==> config.mk <==
export PLATFORM = sky130hd
export DESIGN_NAME = stcTx
export DESIGN_NICKNAME = d
export VERILOG_FILES = /design/src/hw/stcPkg.sv /design/src/hw/stcBitIf.sv /design/src/hw/bitRateGen.sv /design/src/hw/stcDiffEncoder.sv /design/src/hw/stcFramer.sv /design/src/hw/stcTx.sv
export SDC_FILE = /design/constraint.sdc
export NUM_CORES = 1
export LEC_CHECK = 0
export ABC_AREA = 1
export BUFFER_PORTS_ARGS = -buffer_cell sky130_fd_sc_hd__clkbuf_2
export CAP_MARGIN = 20
export CORE_MARGIN = 2
export CORE_UTILIZATION = 62
export DETAILED_ROUTE_END_ITERATION = 10
export HOLD_SLACK_MARGIN = 0.06
export PLACE_DENSITY = 0.78
export SLEW_MARGIN = 10
export SYNTH_ARGS = -nofsm -noshare
export SYNTH_HDL_FRONTEND = slang
export SYNTH_SLANG_ARGS = --single-unit
==> constraint.sdc <==
create_clock -name clk -period 16.71 [get_ports clk]
set_input_delay 2.5065 -clock clk [delete_from_list [all_inputs] [get_ports clk]]
set_output_delay 2.5065 -clock clk [all_outputs]
set_load 0.02 [all_outputs]
==> src/hw/stcPkg.sv <==
package stcPkg;

    // ##############################
    // frame geometry
    // ##############################

    // pilot length per frame, both antennas carry one word each
    localparam int pilotBits = 128;

    // default payload block between pilots, must be a multiple of 4
    localparam int defaultPayloadBits = 3200;

    // clk cycles per transmitted bit
    localparam int defaultRateDivide = 4;

    // ##############################
    // pilot sequences
    // ##############################

    // sent msb first on antenna 0
    localparam logic [pilotBits-1:0] pilot0Word =
        128'ha88d_9ad4_dc40_4947_e292_023b_2b59_b115;

    // sent msb first on antenna 1
    localparam logic [pilotBits-1:0] pilot1Word =
        128'he3c7_7761_f070_36be_7d6c_0e0f_86ee_e3c7;

    // ##############################
    // types
    // ##############################

    // one space-time group, raw or coded
    typedef logic [3:0] stcNibble;

    // framer phase
    typedef enum logic {
        statePilot   = 1'b0,
        statePayload = 1'b1
    } stcState;

endpackage

==> src/hw/stcBitIf.sv <==
`timescale 1ns/10ps

interface stcBitIf;

    // coded antenna bits, valid whenever bitStrobe is high
    logic stcBit0;
    logic stcBit1;

    // high for the whole pilot
    logic frameSync;

    // bit-rate enable, forwarded so the precoder stays in step
    logic bitStrobe;

    modport source (
        output stcBit0,
        output stcBit1,
        output frameSync,
        output bitStrobe
    );

    modport sink (
        input stcBit0,
        input stcBit1,
        input frameSync,
        input bitStrobe
    );

endinterface

==> src/hw/bitRateGen.sv <==
`timescale 1ns/10ps

module bitRateGen #(
    parameter int rateDivide = stcPkg::defaultRateDivide
) (
    input  logic clk,
    input  logic reset,
    output logic bitStrobe
);

    // a ratio of 1 still needs a one-bit counter
    localparam int countWidth = (rateDivide > 1) ? $clog2(rateDivide) : 1;

    logic [countWidth-1:0] count;

    // down-counter, strobe is registered so the first one lands
    // rateDivide cycles after reset goes away
    always_ff @(posedge clk) begin
        if (reset) begin
            count     <= countWidth'(rateDivide - 1);
            bitStrobe <= 1'b0;
        end
        else begin
            if (count == '0) begin
                count     <= countWidth'(rateDivide - 1);
                bitStrobe <= 1'b1;
            end
            else begin
                count     <= count - countWidth'(1);
                bitStrobe <= 1'b0;
            end
        end
    end

endmodule

==> src/hw/stcDiffEncoder.sv <==
`timescale 1ns/10ps

module stcDiffEncoder (
    input  logic  clk,
    input  logic  reset,
    stcBitIf.sink stcIn,
    output logic  txBit0,
    output logic  txBit1,
    output logic  txFrameSync,
    output logic  txStrobe
);

    logic restart;

    // txFrameSync holds the flag of the previous bit, so a low-to-high
    // step here marks the first pilot bit
    assign restart = stcIn.frameSync && !txFrameSync;

    always_ff @(posedge clk) begin
        if (reset) begin
            txBit0      <= 1'b0;
            txBit1      <= 1'b0;
            txFrameSync <= 1'b0;
            txStrobe    <= 1'b0;
        end
        else begin
            txStrobe <= stcIn.bitStrobe;
            if (stcIn.bitStrobe) begin
                txFrameSync <= stcIn.frameSync;
                if (restart) begin
                    // previous bit counts as zero at each pilot start
                    txBit0 <= stcIn.stcBit0;
                    txBit1 <= stcIn.stcBit1;
                end
                else begin
                    txBit0 <= stcIn.stcBit0 ^ txBit0;
                    txBit1 <= stcIn.stcBit1 ^ txBit1;
                end
            end
        end
    end

endmodule

==> src/hw/stcFramer.sv <==
`timescale 1ns/10ps

module stcFramer #(
    parameter int payloadBits = stcPkg::defaultPayloadBits
) (
    input  logic    clk,
    input  logic    reset,
    input  logic    bitStrobe,
    output logic    payloadReq,
    input  logic    payloadBit,
    stcBitIf.source stcOut
);

    // bit counter must hold the longer of the two phases
    localparam int countMax =
        (payloadBits > stcPkg::pilotBits) ? payloadBits : stcPkg::pilotBits;
    localparam int countWidth = $clog2(countMax);

    // coded form of an all-zero group, sent in the short block after reset
    localparam stcPkg::stcNibble idleCode0 = 4'b0010;
    localparam stcPkg::stcNibble idleCode1 = 4'b0001;

    stcPkg::stcState           state;
    logic [countWidth-1:0]     bitCount;
    logic [stcPkg::pilotBits-1:0] pilot0Sr;
    logic [stcPkg::pilotBits-1:0] pilot1Sr;
    stcPkg::stcNibble          payload0Sr;
    stcPkg::stcNibble          payload1Sr;
    logic [2:0]                collect;
    stcPkg::stcNibble          groupBits;
    stcPkg::stcNibble          pending;
    stcPkg::stcNibble          srcGroup;
    stcPkg::stcNibble          code0;
    stcPkg::stcNibble          code1;
    logic                      blockEnd;
    logic                      groupEnd;
    logic                      loadGroup;

    // ##############################
    // phase sequencer
    // ##############################

    assign blockEnd = (bitCount == '0);
    assign groupEnd = (bitCount[1:0] == 2'b00);

    always_ff @(posedge clk) begin
        if (reset) begin
            // short four-bit block first
            state    <= stcPkg::statePayload;
            bitCount <= countWidth'(3);
        end
        else if (bitStrobe) begin
            case (state)
                stcPkg::statePilot: begin
                    if (blockEnd) begin
                        state    <= stcPkg::statePayload;
                        bitCount <= countWidth'(payloadBits - 1);
                    end
                    else begin
                        bitCount <= bitCount - countWidth'(1);
                    end
                end
                stcPkg::statePayload: begin
                    if (blockEnd) begin
                        state    <= stcPkg::statePilot;
                        bitCount <= countWidth'(stcPkg::pilotBits - 1);
                    end
                    else begin
                        bitCount <= bitCount - countWidth'(1);
                    end
                end
            endcase
        end
    end

    // ##############################
    // payload fetch and coding
    // ##############################

    // one request per payload bit, answered in the same cycle
    assign payloadReq = bitStrobe && (state == stcPkg::statePayload);

    // b0 arrived first and sits in bit 0
    assign groupBits = {payloadBit, collect};

    // after a pilot the group held across it goes out first
    assign srcGroup = (state == stcPkg::statePilot) ? pending : groupBits;
    assign code0    = {srcGroup[0], srcGroup[1], ~srcGroup[2], srcGroup[3]};
    assign code1    = {srcGroup[2], srcGroup[3], srcGroup[0], ~srcGroup[1]};

    assign loadGroup = ((state == stcPkg::statePilot) && blockEnd) ||
                       ((state == stcPkg::statePayload) && groupEnd && !blockEnd);

    always_ff @(posedge clk) begin
        if (bitStrobe) begin
            if (state == stcPkg::statePayload) begin
                collect <= groupBits[3:1];
            end
            if ((state == stcPkg::statePayload) && blockEnd) begin
                // last group of the block waits out the pilot
                pending  <= groupBits;
                pilot0Sr <= stcPkg::pilot0Word;
                pilot1Sr <= stcPkg::pilot1Word;
            end
            else if (state == stcPkg::statePilot) begin
                pilot0Sr <= {pilot0Sr[stcPkg::pilotBits-2:0], 1'b0};
                pilot1Sr <= {pilot1Sr[stcPkg::pilotBits-2:0], 1'b0};
            end
        end
    end

    always_ff @(posedge clk) begin
        if (reset) begin
            payload0Sr <= idleCode0;
            payload1Sr <= idleCode1;
        end
        else if (bitStrobe) begin
            if (loadGroup) begin
                payload0Sr <= code0;
                payload1Sr <= code1;
            end
            else if (state == stcPkg::statePayload) begin
                payload0Sr <= {payload0Sr[2:0], 1'b0};
                payload1Sr <= {payload1Sr[2:0], 1'b0};
            end
        end
    end

    // ##############################
    // output select
    // ##############################

    assign stcOut.stcBit0 = (state == stcPkg::statePilot) ?
                            pilot0Sr[stcPkg::pilotBits-1] : payload0Sr[3];
    assign stcOut.stcBit1 = (state == stcPkg::statePilot) ?
                            pilot1Sr[stcPkg::pilotBits-1] : payload1Sr[3];
    assign stcOut.frameSync = (state == stcPkg::statePilot);
    assign stcOut.bitStrobe = bitStrobe;

endmodule

==> src/hw/stcTx.sv <==
`timescale 1ns/10ps

module stcTx #(
    parameter int payloadBits = stcPkg::defaultPayloadBits,
    parameter int rateDivide  = stcPkg::defaultRateDivide
) (
    input  logic clk,
    input  logic reset,
    input  logic payloadBit,
    output logic payloadReq,
    output logic txBit0,
    output logic txBit1,
    output logic txFrameSync,
    output logic txStrobe
);

    logic bitStrobe;

    // framer to precoder
    stcBitIf stcLink ();

    // ##############################
    // bit clock enable
    // ##############################

    bitRateGen #(
        .rateDivide (rateDivide)
    ) rateGen (
        .clk       (clk),
        .reset     (reset),
        .bitStrobe (bitStrobe)
    );

    // ##############################
    // framing and coding
    // ##############################

    stcFramer #(
        .payloadBits (payloadBits)
    ) framer (
        .clk        (clk),
        .reset      (reset),
        .bitStrobe  (bitStrobe),
        .payloadReq (payloadReq),
        .payloadBit (payloadBit),
        .stcOut     (stcLink.source)
    );

    // per-antenna differential precoding
    stcDiffEncoder diffEncoder (
        .clk         (clk),
        .reset       (reset),
        .stcIn       (stcLink.sink),
        .txBit0      (txBit0),
        .txBit1      (txBit1),
        .txFrameSync (txFrameSync),
        .txStrobe    (txStrobe)
    );

endmodule

Yosys cells after proc, flatten, opt, wreduce, memory -nomap -nowiden
Index checks and enable logic that the tools add are counted.
Storage, ports and cells
  bits of input ports: 3
  output and inout port bits: 5
  bits in registers: 291
Operators by class
  reduce and logical (&&, ||, !) cells: 18
  equal/unequal tests: 1
  add/sub/neg operators: 2
  muxes and demuxes: 18
  bitwise logic cells: 5
Operator list (number)
  128-bit 2-to-1 mux: 2
  12-bit 2-to-1 mux: 2
  12-bit case mux with 2 select lines: 1
  4-bit 2-to-1 mux: 5
  12-bit logical NOT: 1
  12-bit by 1-bit subtractor with 12-bit output (second input constant): 1
  2-bit AND reduction: 4
  1-bit 2-to-1 mux: 7
  1-bit logical AND: 6
  2-bit logical NOT: 2
  1-bit inverter: 3
  1-bit logical NOT: 2
  2-bit inequality test (second input constant): 1
  1-bit case mux with 2 select lines: 1
  2-bit nonzero test: 1
  2-bit OR reduction: 1
  2-bit by 1-bit subtractor with 2-bit output (second input constant): 1
  1-bit bitwise XOR: 2
  1-bit logical OR: 1

Longest topological paths before layout
Gate-level depths: netlist (run 1).
  depth in word-level cells: 6
  depth in mapped cells: 11
  depth with buffers taken out: 11

Modules after synthesis
From an unflattened synthesis (run 1), not the netlist that was laid out.
Unflattened totals
  cells, all modules: 904
  area total of the unflattened synthesis: 11268.3 um2
By module, submodules not included
  stcFramer: sequential area each 8287.9 um2, area each 10999.3 um2, times used 1, cells each 869
  stcDiffEncoder: sequential area each 80.1 um2, area each 167.7 um2, times used 1, cells each 24
  bitRateGen: sequential area each 60.1 um2, area each 101.3 um2, times used 1, cells each 11

Worst setup path before layout (run 1)
Ideal clock, no wire load.
  path type: register to register
  start: register framer.bitCount[0]
  end: register framer.pilot0Sr[100] in the netlist's numbering (enable)
  stages on the path, launching flop included: 8
  slack: 4232 ps
  setup time: 875 ps
  arrival: 11604 ps
  path buffers: 0
  cells stage by stage: dfxtp_1 inv_1 ha_1 nand2_1 nor2_4 nand2_1 ha_1 nor2_1
Between the ends
  cells in the longest elaborated chain, start to end: 4
Ends and longest elaborated chain
  start: declaration: RTL line stcFramer.sv:24  | logic [countWidth-1:0] bitCount;
  start signal: assignment: RTL line stcFramer.sv:50  | bitCount <= countWidth'(3);
  start signal: assignment: RTL line stcFramer.sv:57  | bitCount <= countWidth'(payloadBits - 1);
  start signal: assignment: RTL line stcFramer.sv:60  | bitCount <= bitCount - countWidth'(1);
  12-bit logical NOT: RTL line stcFramer.sv:43  | assign blockEnd = (bitCount == '0);
  1-bit logical AND: RTL line stcFramer.sv:99  | if ((state == stcPkg::statePayload) && blockEnd) begin
  2-bit inequality test (no line)
  2-bit AND reduction (no line)
  end signal: assignment: RTL line stcFramer.sv:102  | pilot0Sr <= stcPkg::pilot0Word;
  end signal: assignment: RTL line stcFramer.sv:106  | pilot0Sr <= {pilot0Sr[stcPkg::pilotBits-2:0], 1'b0};
  end: declaration: RTL line stcFramer.sv:25  | logic [stcPkg::pilotBits-1:0] pilot0Sr;
No other way between the ends.
A chain may end at the register's enable or synchronous reset.

Worst setup path after layout (run 1)
  start: register rateGen.bitStrobe
  end: output payloadReq
Between the ends
  cells in the longest elaborated chain, start to end: 1
Ends and longest elaborated chain
  start: declaration: RTL line bitRateGen.sv:8  | output logic bitStrobe
  start signal: assignment: RTL line bitRateGen.sv:21  | bitStrobe <= 1'b0;
  start signal: assignment: RTL line bitRateGen.sv:26  | bitStrobe <= 1'b1;
  start signal: assignment: RTL line bitRateGen.sv:30  | bitStrobe <= 1'b0;
  1-bit logical AND: RTL line stcFramer.sv:81  | assign payloadReq = bitStrobe && (state == stcPkg::statePayload);
  end: declaration: RTL line stcTx.sv:10  | output logic payloadReq,
No other way between the ends.

==> metrics.md, run 1 <==
| Metric | Value |
|---|---|
| DP HPWL | `7.43 mm` |
| LEAKAGE | `5.10 nW` |
| Layout cells sized above 1 | `21.8%` |
| CTS Sinks | `290` |
| Endpoint class of the critical path | `output pin` |
| RSZ-0062 raised after global routing | `no` |
| Number of nets with antenna violations after routing | `0` |
| #FFs+latches synth | `290` |
| Reg2reg start | `framer.bitCount[0]$_SDFFE_PP1P_` |
| Crit-path cells | `nand2_1 -> inv_1 -> clkbuf_2` |
| IO Count | `8` |
| R2R depth | `9` |
| Reg-to-reg endpoint | `framer.pilot1Sr[91]$_SDFFCE_PN0P_` |
| Post-CTS setup buffers | `0` |
| Mapped cell area | `11200 um^2` |
| Crit path max-delay cell type | `dfxtp_1` |
| First-pass GRT wire length | `25.0 mm` |
| Total power | `1.42 mW` |
| Vert. Die Dim | `138 um` |
| Hold Fails Final Rpt | `0` |
| Delay-heaviest family, CP | `flip-flops` |
| Yosys cell types | `32` |
| Fin crit period | `4310 ps` |
| Final Slew Violations | `0` |
| Critical path arrival | `1800 ps` |
| Clock buffer count from CTS | `28` |
| Starting Density | `62.9%` |
| Syn Inst Count | `877` |
| Die width | `138 um` |
| Diodes inserted | `0` |
| GP Congestion | `0.789` |
| Post-Route WL | `14.8 mm` |
| CP startpoint kind | `flop` |
| Clock Pin Slew Worst Setup and Hold Paths | `60 ps` |
| CP max FO | `14` |
| Hold Slack | `395 ps` |
| Final Instance Area | `12500 um^2` |
| Worst Path Required | `14200 ps` |
| Critical Path Sink | `payloadReq` |
| Initial drt markers | `445` |
| Buf/Inv on CP | `2` |
| Part of the Yosys area used for sequential elements | `75.2%` |
| Peak VDD IR | `0.000102 V` |
| R2R setup slack | `13240 ps` |
| Initial antenna violation count | `0` |
| Largest net degree at the start of global routing | `132` |
| Placed inst area | `11500 um^2` |
| Worst setup path startpoint | `rateGen.bitStrobe$_SDFF_PP0_` |
| Most frequent cells in the layout | `262 x edfxtp_1, 158 x inv_1, 145 x nor2_1` |
| Min-Delay Path Class | `reg -> reg` |
| Crit share post-route | `25.8%` |
| # H-tree levels | `1` |
| DR WL/cell | `13.0 um` |
| MaxCap Viol Count | `0` |
| Largest stage delay, worst path | `630 ps` |
| Peak Freq | `232 MHz` |
| CTS resizes | `0` |
| Crit path kind | `reg -> out` |
| Worst Tran Pin Value | `1010 ps` |
| Clock Tree Root | `clkbuf_16` |
| GRT Total Usage | `15.5%` |
| CTS tree | `yes` |
| Via density | `4.93` |
| Setup Viol. Count Final | `0` |
| Clk_skew | `10.7 ps` |
| Hold_buf cts | `0` |
| Synth Area per Inst | `12.8 um^2` |
| Clock Path Buffers | `3` |
| Filler cell count | `1191` |
| Status | `completed` |
| Post-route DRC | `0` |
| Most common cell after layout, fill and taps aside | `edfxtp_1` |
| Via count | `5612` |
| Post-layout util | `69.8%` |
| GRT overflow | `0` |
| Core ar. | `17800 um^2` |
| Core Rows | `49` |
| Vias in the first global route | `5340` |
| Pwr/cell area | `114 nW/um^2` |
| Worst-Skew Late Latency | `530 ps` |
| Synthesis-to-finish area growth | `11.1%` |
| Layout Nets | `897` |
| Relative slew slack | `32.5%` |
| Synthesis Warnings | `0` |
| Die area | `19200 um^2` |
| TNS Setup | `0 ps` |
| Port bufs | `7` |
| CP Depth | `3` |
| Syn_nets | `885` |
| Drt first pass iters | `4` |
## area by class of cell
| cell class | count | area (um^2) | share of cell area [%] |
|---|---|---|---|
| Clock buffer | 36 | 752 | 6.04 |
| Sequential cell | 290 | 8430 | 67.7 |
| Tap cell | 229 | 287 | 2.30 |
| Clock inverter | 15 | 165 | 1.33 |
| Inverter | 161 | 604 | 4.85 |
| Timing Repair Buffer | 14 | 140 | 1.13 |
| Multi-Input combinational cell | 394 | 2080 | 16.7 |
## flip-flops by register name (all words and copies together) (netlist names)
| register | count |
|---|---|
| diffEncoder.txStrobe | 1 |
| framer.payload1Sr | 4 |
| framer.state | 1 |
| rateGen.count | 2 |
| framer.pilot0Sr | 127 |
| framer.collect | 3 |
| framer.payload0Sr | 4 |
| framer.pending | 4 |
| diffEncoder.txBit0 | 1 |
| rateGen.bitStrobe | 1 |
| diffEncoder.txBit1 | 1 |
| framer.bitCount | 12 |
| diffEncoder.txFrameSync | 1 |
| framer.pilot1Sr | 128 |
## worst register-to-register path, stage by stage, from the launching register on
cell     delay, ps
dfxtp_1        320
inv_1          110
ha_1           210
nand2_1        100
nor2_4         140
nand2_1        110
ha_1           230
nor2_4         100
buf_4          720
buf_4          980
## kinds of logic (layout without fill, tap and decap cells)
kind of cell,count (synthesis),in the layout,synth area share (%)
AOI/OAI and AO/OA,36,36,1.73
buffers and inverters,193,226,6.48
muxes,1,1,0.0893
xor gates and xnor gates,7,7,0.547
DFF,290,290,75.2
and+or+nand+nor,345,345,15.4
adders and majority gates,5,5,0.558
## where the power goes
| part | switching [mW] | internal [mW] | total [mW] |
|---|---|---|---|
| Clock | 0.252 | 0.377 | 0.629 |
| Sequential | 0.00195 | 0.782 | 0.784 |
| Combinational | 0.00669 | 0.00345 | 0.0101 |
| Total | 0.261 | 1.16 | 1.42 |
## cell usage after synthesis
cell type | count | share of area [%]
a31oi_1 | 1 | 0.056
a21boi_0 | 2 | 0.13
edfxtp_1 | 262 | 70
xnor2_1 | 4 | 0.31
nand2_4 | 4 | 0.40
nor3_1 | 2 | 0.089
inv_1 | 158 | 5.3
o211ai_1 | 1 | 0.067
nand3_1 | 9 | 0.40
nand4_1 | 1 | 0.056
ha_1 | 5 | 0.56
nand3_2 | 1 | 0.089
nand3b_1 | 1 | 0.067
mux2i_1 | 1 | 0.089
o21a_1 | 1 | 0.067
nor2_4 | 4 | 0.40
xor2_1 | 3 | 0.23
inv_2 | 3 | 0.10
a21oi_1 | 15 | 0.67
dfxtp_1 | 28 | 5.0
nand3_4 | 1 | 0.16
nand2_2 | 2 | 0.11
or2_2 | 126 | 7.0
o21ai_0 | 11 | 0.49
nand2_1 | 42 | 1.4
clkbuf_1 | 30 | 1.0
o21ai_1 | 4 | 0.18
nor4_1 | 1 | 0.056
buf_2 | 2 | 0.089
o21bai_1 | 1 | 0.067
nor2_1 | 146 | 4.9
nor2_2 | 5 | 0.28
## worst min-delay path by stage
stage	from	endpoint	slack, ps	cells past startpoint
6_report	rateGen.count[0]$_SDFF_PP1_	rateGen.count[0]$_SDFF_PP1_	400	1
2_1_floorplan	rateGen.count[0]$_SDFF_PP1_	rateGen.count[0]$_SDFF_PP1_	360	1
3_5_place_dp	rateGen.count[0]$_SDFF_PP1_	rateGen.count[0]$_SDFF_PP1_	390	1
4_1_cts	rateGen.count[0]$_SDFF_PP1_	rateGen.count[0]$_SDFF_PP1_	400	1
5_1_grt	rateGen.count[0]$_SDFF_PP1_	rateGen.count[0]$_SDFF_PP1_	420	1
3_3_place_gp	rateGen.count[0]$_SDFF_PP1_	rateGen.count[0]$_SDFF_PP1_	370	1
## stage by stage
step	worst slack [ps]	cells
CTS	12400	1136
detailed placement	12960	1085
global route	12310	1139
floorplan	4230	877
finish	12400	1139
global placement	13020	1085
## layer usage
metal / GRT usage (%) / part of all wire, % / up-vias
met1: 24.1 / 49 / 2686
met3: 2.84 / 3.5 / 31
met2: 22.7 / 44 / 77
li1: - / - / 2818
met4: 4.94 / 2.9 / 0
met5: 0 / 0 / -
No activity file was read; power rests on OpenSTA's default activity.
==> run 2, diff against run 1 <==
- ABC_AREA: 1 -> 0
- clock period: 16.71 -> 4.4 ns (I/O delays scaled with it)
==> run 2 against run 1 <==
- clock skew is 4.0 ps lower
- hold slack worse by 36 ps
- clock power grew to 3.6 times the previous value
- die area is 1.0% lower
- cell count is 15% lower
- wire length is 2.4% higher
- synthesized cell count is 18% lower
- sequential power grew to 3.8 times the previous value
- highest routed layer unchanged
- via count is 5.5% lower
==> metrics.md, run 2 <==
| Metric | Value |
|---|---|
| Ys async rst share | `0%` |
| Largest net degree at the start of global routing | `135` |
| Endpoint class of the critical path | `flop` |
| Non-Filler Instances | `970` |
| Starting Density | `63.7%` |
| Setup Viol. Count Final | `0` |
| GRT Total Usage | `16.7%` |
| Fin crit period | `3250 ps` |
| Peak VDD IR | `0.000361 V` |
| Post-synth top area share | `70.9%` |
| Ys flop type | `edfxtp_1` |
| Clock buffer count from CTS | `28` |
| # H-tree levels | `1` |
| EDFF count, synth | `262` |
| Min-Delay Path Class | `in -> reg` |
| Syn Inst Count | `719` |
| Synth area leader | `edfxtp_1` |
| Crit path kind | `reg -> reg` |
| Mapped cell area | `11100 um^2` |
| Top-count cell post-synth | `edfxtp_1` |
| Hold Path Origin | `payloadBit` |
| Post-route DRC | `0` |
| Worst Tran Pin Value | `926 ps` |
| Die area | `19000 um^2` |
| Filler cell count | `1098` |
| IO Count | `8` |
| Layout cells sized above 1 | `25.5%` |
| Synthesis-to-finish area growth | `11.3%` |
| Dpl cells | `921` |
| Clock Path Buffers | `3` |
| First-pass GRT wire length | `25.1 mm` |
| Hold Fails Final Rpt | `0` |
| LEAKAGE | `4.25 nW` |
| Status | `completed` |
| Final Slew Violations | `0` |
| Synth Area per Inst | `15.4 um^2` |
| RSZ-0062 raised after global routing | `no` |
| Peak Freq | `307 MHz` |
| Top flop regs | `framer.pilot1Sr (128), framer.pilot0Sr (127), framer.bitCount (12)` |
| Die width | `138 um` |
| Yosys cell types | `51` |
| Initial antenna violation count | `0` |
| CTS Sinks | `290` |
| Worst-Skew Late Latency | `520 ps` |
| Vert. Die Dim | `138 um` |
| Number of nets with antenna violations after routing | `0` |
| Reg2reg start | `framer.bitCount[5]$_SDFFE_PP0P_` |
| Core Rows | `48` |
| Critical path arrival | `3460 ps` |
| Clock Pin Slew Worst Setup and Hold Paths | `60 ps` |
| Synthesis Warnings | `0` |
| List of most frequent post-synthesis cells | `262 x edfxtp_1, 132 x nor2b_1, 127 x or2_2, 38 x clkbuf_1, 28 x dfxtp_1` |
| Via count | `5306` |
| Top reg by flops | `framer.pilot1Sr` |
| Layout Nets | `734` |
| Initial drt markers | `335` |
| Post-CTS setup buffers | `0` |
| Pwr/cell area | `424 nW/um^2` |
| Diodes inserted | `0` |
| GP Congestion | `0.824` |
| Crit share post-route | `73.9%` |
| Total power | `5.23 mW` |
| Largest register FFs | `128` |
| GRT overflow | `0` |
| CTS resizes | `0` |
| Worst setup path startpoint | `framer.bitCount[5]$_SDFFE_PP0P_` |
| Relative slew slack | `38.1%` |
| Hold_buf cts | `0` |
| DR WL/cell | `15.7 um` |
| Port bufs | `7` |
| MaxCap Viol Count | `0` |
| Clk_skew | `6.64 ps` |
| Post-Route WL | `15.2 mm` |
| Worst Path Required | `4600 ps` |
| Most frequent cells in the layout | `262 x edfxtp_1, 131 x nor2b_1, 127 x or2_2` |
| Drt first pass iters | `5` |
| Vias in the first global route | `5150` |
| Via density | `5.47` |
| Core ar. | `17400 um^2` |
| Most common cell after layout, fill and taps aside | `edfxtp_1` |
| Part of the Yosys area used for sequential elements | `76.0%` |
| Synth top area cells | `edfxtp_1 71%, nor2b_1 7.4%, or2_2 7.2%` |
| CP max FO | `47` |
| CTS tree | `yes` |
| CP startpoint kind | `flop` |
| Clock Tree Root | `clkbuf_16` |
| Syn_nets | `727` |
| #FFs+latches synth | `290` |
| DP HPWL | `7.98 mm` |
==> run 2: cell types whose count changed in the layout (fill, tap and decap cells not counted), sizes merged, moves of 6 or more <==
cell	delta
nor3	+7
mux2	+6
nor2	-145
nor2b	+132
o21ai	-12
nand2	-35
inv	-151
nand3	-8
==> run 2: through the flow <==
step           instance area (um^2)  util [%]  TNS [ps]  setup WS [ps]  hold slack, ps
3_3_place_gp                  11500      66.0         0           1220             364
2_1_floorplan                 11100         -   -401640          -1580             358
5_1_grt                       12300      70.9         0           1020             339
3_5_place_dp                  11500      66.0         0           1150             369
4_1_cts                       12300      70.9         0           1130             343
6_report                      12300      70.9         0           1150             359
==> run 2: final timing paths <==
| check | to | slack, ps | depth (start not counted) |
|---|---|---|---|
| worst min-delay path | framer.collect[2]$_DFFE_PP_ | 360 | 1 |
| worst max-delay path | framer.pilot1Sr[33]$_SDFFCE_PN1P_ | 1150 | 5 |
| worst min register to register | rateGen.count[0]$_SDFF_PP1_ | 380 | 1 |
| worst max register to register | framer.pilot1Sr[33]$_SDFFCE_PN1P_ | 1150 | 5 |
==> run 2: per-layer routing <==
layer	wire length [um]	global-route usage (%)	part of all wire [%]	vias up
li1	-	-	-	2542
met1	7140	24.5	47	2640
met2	7150	25.9	47	93
met3	567	3.20	3.7	31
met4	326	4.88	2.1	0
met5	0	0	0	-
==> run 2: cell families after synthesis <==
| kind of cell | share of synthesized area, % |
|---|---|
| and+or+nand+nor | 17.8 |
| DFF | 76.0 |
| buffers and inverters | 1.92 |
| AOI/OAI and AO/OA | 2.20 |
| muxes | 1.04 |
| xor gates and xnor gates | 0.474 |
| adders and majority gates | 0.564 |
==> run 2: worst max-delay path, cell delays in order (launching register included) <==
cell	delay, ps
dfxtp_1	340
or4_1	660
or4_4	650
ha_4	200
nor2b_4	720
buf_12	340
==> run 2: cell type report <==
cell class,count,area [um^2],area share (%)
Clock buffer,41,771,6.24
Inverter,11,53.8,0.436
Sequential cell,290,8430,68.3
Timing Repair Buffer,17,235,1.91
Multi-Input combinational cell,378,2490,20.2
Clock inverter,8,86.3,0.699
Tap cell,225,282,2.28
==> run 2: report_power, final <==
group / internal [mW] / switching (mW) / leakage (nW) / total (mW)
Sequential: 2.96 / 0.00569 / 2.53 / 2.97
Clock: 1.32 / 0.922 / 0.416 / 2.24
Combinational: 0.00860 / 0.0128 / 1.30 / 0.0214
==> run 3, diff against run 2 <==
- CORE_UTILIZATION: 62 -> 56
- PLACE_DENSITY: 0.78 -> 0.75
- clock period: 4.4 -> 2.75 ns (I/O delays scaled with it)
==> run 3 against run 2 <==
- global-route usage decreased by 0.55 points
- utilization decreased by 6.3 points
- register-to-register slack got worse by 1100 ps
- non-clock buffer count increased by 10
- design area increased by 1.8%
- via count decreased by 0.32%
- clock skew increased by 1.5 ps
- cell count increased by 5.5%
- clock-buffer cell count decreased by 11
- fmax increased by 23%
- hold slack got worse by 260 ps
- critical endpoint is now framer.pilot0Sr[79]$_SDFFCE_PN0P_
==> metrics.md, run 3 (synthesis gave the netlist of run 2 again) <==
| Metric | Value |
|---|---|
| Clock Tree Root | `clkbuf_16` |
| Hold Path Origin | `payloadBit` |
| Clk_skew | `8.16 ps` |
| Clock buffer count from CTS | `28` |
| GRT overflow | `0` |
| Filler cell count | `1354` |
| Setup Viol. Count Final | `0` |
| WHS Endpoint | `framer.collect[2]$_DFFE_PP_` |
| Final Slew Violations | `0` |
| Status | `completed` |
| Starting Density | `57.0%` |
| Die width | `145 um` |
| Crit path kind | `reg -> reg` |
| Buf/Inv on CP | `2` |
| Peak Freq | `377 MHz` |
| Vert. Die Dim | `145 um` |
| Post-CTS setup buffers | `0` |
| Initial antenna violation count | `0` |
| Post-Route WL | `16.0 mm` |
| Via density | `5.17` |
| Reg-to-reg endpoint | `framer.pilot0Sr[79]$_SDFFCE_PN0P_` |
| GP Congestion | `0.848` |
| Core ar. | `19500 um^2` |
| Delay-heaviest family, CP | `simple AND/OR/NAND/NOR gates` |
| Hold Fails Final Rpt | `0` |
| Hold_buf cts | `0` |
| First-pass GRT wire length | `26.8 mm` |
| Endpoint class of the critical path | `flop` |
| Clock Pin Slew Worst Setup and Hold Paths | `60 ps` |
| Largest stage delay, worst path | `620 ps` |
| Layout cells sized above 1 | `27.7%` |
| Worst-Skew Late Latency | `530 ps` |
| Post-layout util | `64.6%` |
| R2R depth | `6` |
| Top reg by flops | `framer.pilot1Sr` |
| Synthesis-to-finish area growth | `13.3%` |
| Fin crit period | `2650 ps` |
| Pre-CTS setup slack | `137 ps` |
| Most frequent cells in the layout | `262 x edfxtp_1, 131 x nor2b_1, 127 x or2_2` |
| Die area | `21000 um^2` |
| LEAKAGE | `4.34 nW` |
| GRT Total Usage | `16.1%` |
| Via count | `5289` |
| Port bufs | `7` |
| Clock Path Buffers | `3` |
| Post-route DRC | `0` |
| CTS resizes | `0` |
| DR WL/cell | `15.6 um` |
| Layout Nets | `744` |
| Crit share post-route | `96.5%` |
| Pwr/cell area | `681 nW/um^2` |
| Top flop regs | `framer.pilot1Sr (128), framer.pilot0Sr (127), framer.bitCount (12)` |
| Most common cell after layout, fill and taps aside | `edfxtp_1` |
| Vias in the first global route | `5302` |
| Core Rows | `51` |
| CP max FO | `45` |
| Worst Hold Depth | `1` |
| CTS Sinks | `290` |
| MaxCap Viol Count | `0` |
| Worst setup path startpoint | `framer.bitCount[5]$_SDFFE_PP0P_` |
| # H-tree levels | `1` |
| DP HPWL | `8.69 mm` |
| Fin worst setup slack | `95.6 ps` |
| Worst Path Required | `2970 ps` |
| Initial drt markers | `425` |
| Relative slew slack | `60.4%` |
| Reg2reg start | `framer.bitCount[5]$_SDFFE_PP0P_` |
| IO Count | `8` |
| Worst Tran Pin Value | `586 ps` |
| RSZ-0062 raised after global routing | `no` |
| Largest register FFs | `128` |
| R2R setup slack | `100 ps` |
| CP dominant cell by count | `buf_12` |
| Largest net degree at the start of global routing | `62` |
| Peak VDD IR | `0.000487 V` |
| Critical path arrival | `2870 ps` |
| CTS tree | `yes` |
| Number of nets with antenna violations after routing | `0` |
| Crit path max-delay cell type | `or4_4` |
| Drt first pass iters | `4` |
| CP startpoint kind | `flop` |
| Crit-path cells | `or4_1 -> or4_4 -> ha_4 -> nor2b_4 -> buf_12 -> buf_12` |
| Total power | `8.56 mW` |
| Diodes inserted | `0` |
| Min-Delay Path Class | `in -> reg` |
## run 3: cell types whose count changed in the layout (fill, tap and decap cells not counted), sizes merged
cell      delta
clkinvlp     +3
bufinv       +1
clkinv      +10
clkbuf      -11
buf         +10
## run 3: report_power, final
| part | internal, mW | leakage (nW) | switching [mW] | total (mW) |
|---|---|---|---|---|
| Clock | 2.20 | 0.448 | 1.57 | 3.77 |
| Sequential | 4.74 | 2.53 | 0.00580 | 4.75 |
| Combinational | 0.0144 | 1.36 | 0.0243 | 0.0386 |
## run 3: metal layers
layer	wire length, um	part of all wire (%)	track usage, %	vias to the layer above
li1	-	-	-	2568
met3	531	3.3	2.80	31
met5	0	0	0	-
met2	7420	46	24.6	66
met1	7680	48	23.8	2624
met4	366	2.3	5.72	0
## run 3: worst max-delay path by stage
stage               cells after the start                                  to  slack [ps]
floorplan                               6  framer.pilot0Sr[100]$_SDFFCE_PN1P_       -3230
global placement                        6   framer.pilot0Sr[75]$_SDFFCE_PN1P_         170
detailed placement                      6   framer.pilot0Sr[77]$_SDFFCE_PN0P_         140
CTS                                     6   framer.pilot0Sr[81]$_SDFFCE_PN0P_         110
global route                            6   framer.pilot1Sr[83]$_SDFFCE_PN0P_           4
finish                                  6   framer.pilot0Sr[79]$_SDFFCE_PN0P_         100
## run 3: cell type report
class                           count  area, um^2  share of cell area, %
Inverter                           11        53.8                  0.428
Clock buffer                       30         729                   5.80
Sequential cell                   290        8430                   67.1
Tap cell                          265         332                   2.64
Multi-Input combinational cell    378        2490                   19.8
Clock inverter                     22         188                   1.49
Timing Repair Buffer               27         348                   2.77
## run 3: through the flow
step | std cells | TNS (ps) | cell area (um^2) | hold WS, ps
after CTS | 1023 | 0 | 12600 | 82.7
after global placement | 971 | 0 | 11700 | 364
final | 1023 | 0 | 12600 | 104
after global routing | 1023 | 0 | 12600 | 101
after detailed placement | 971 | 0 | 11700 | 384
after floorplan | 719 | -822390 | 11100 | 358
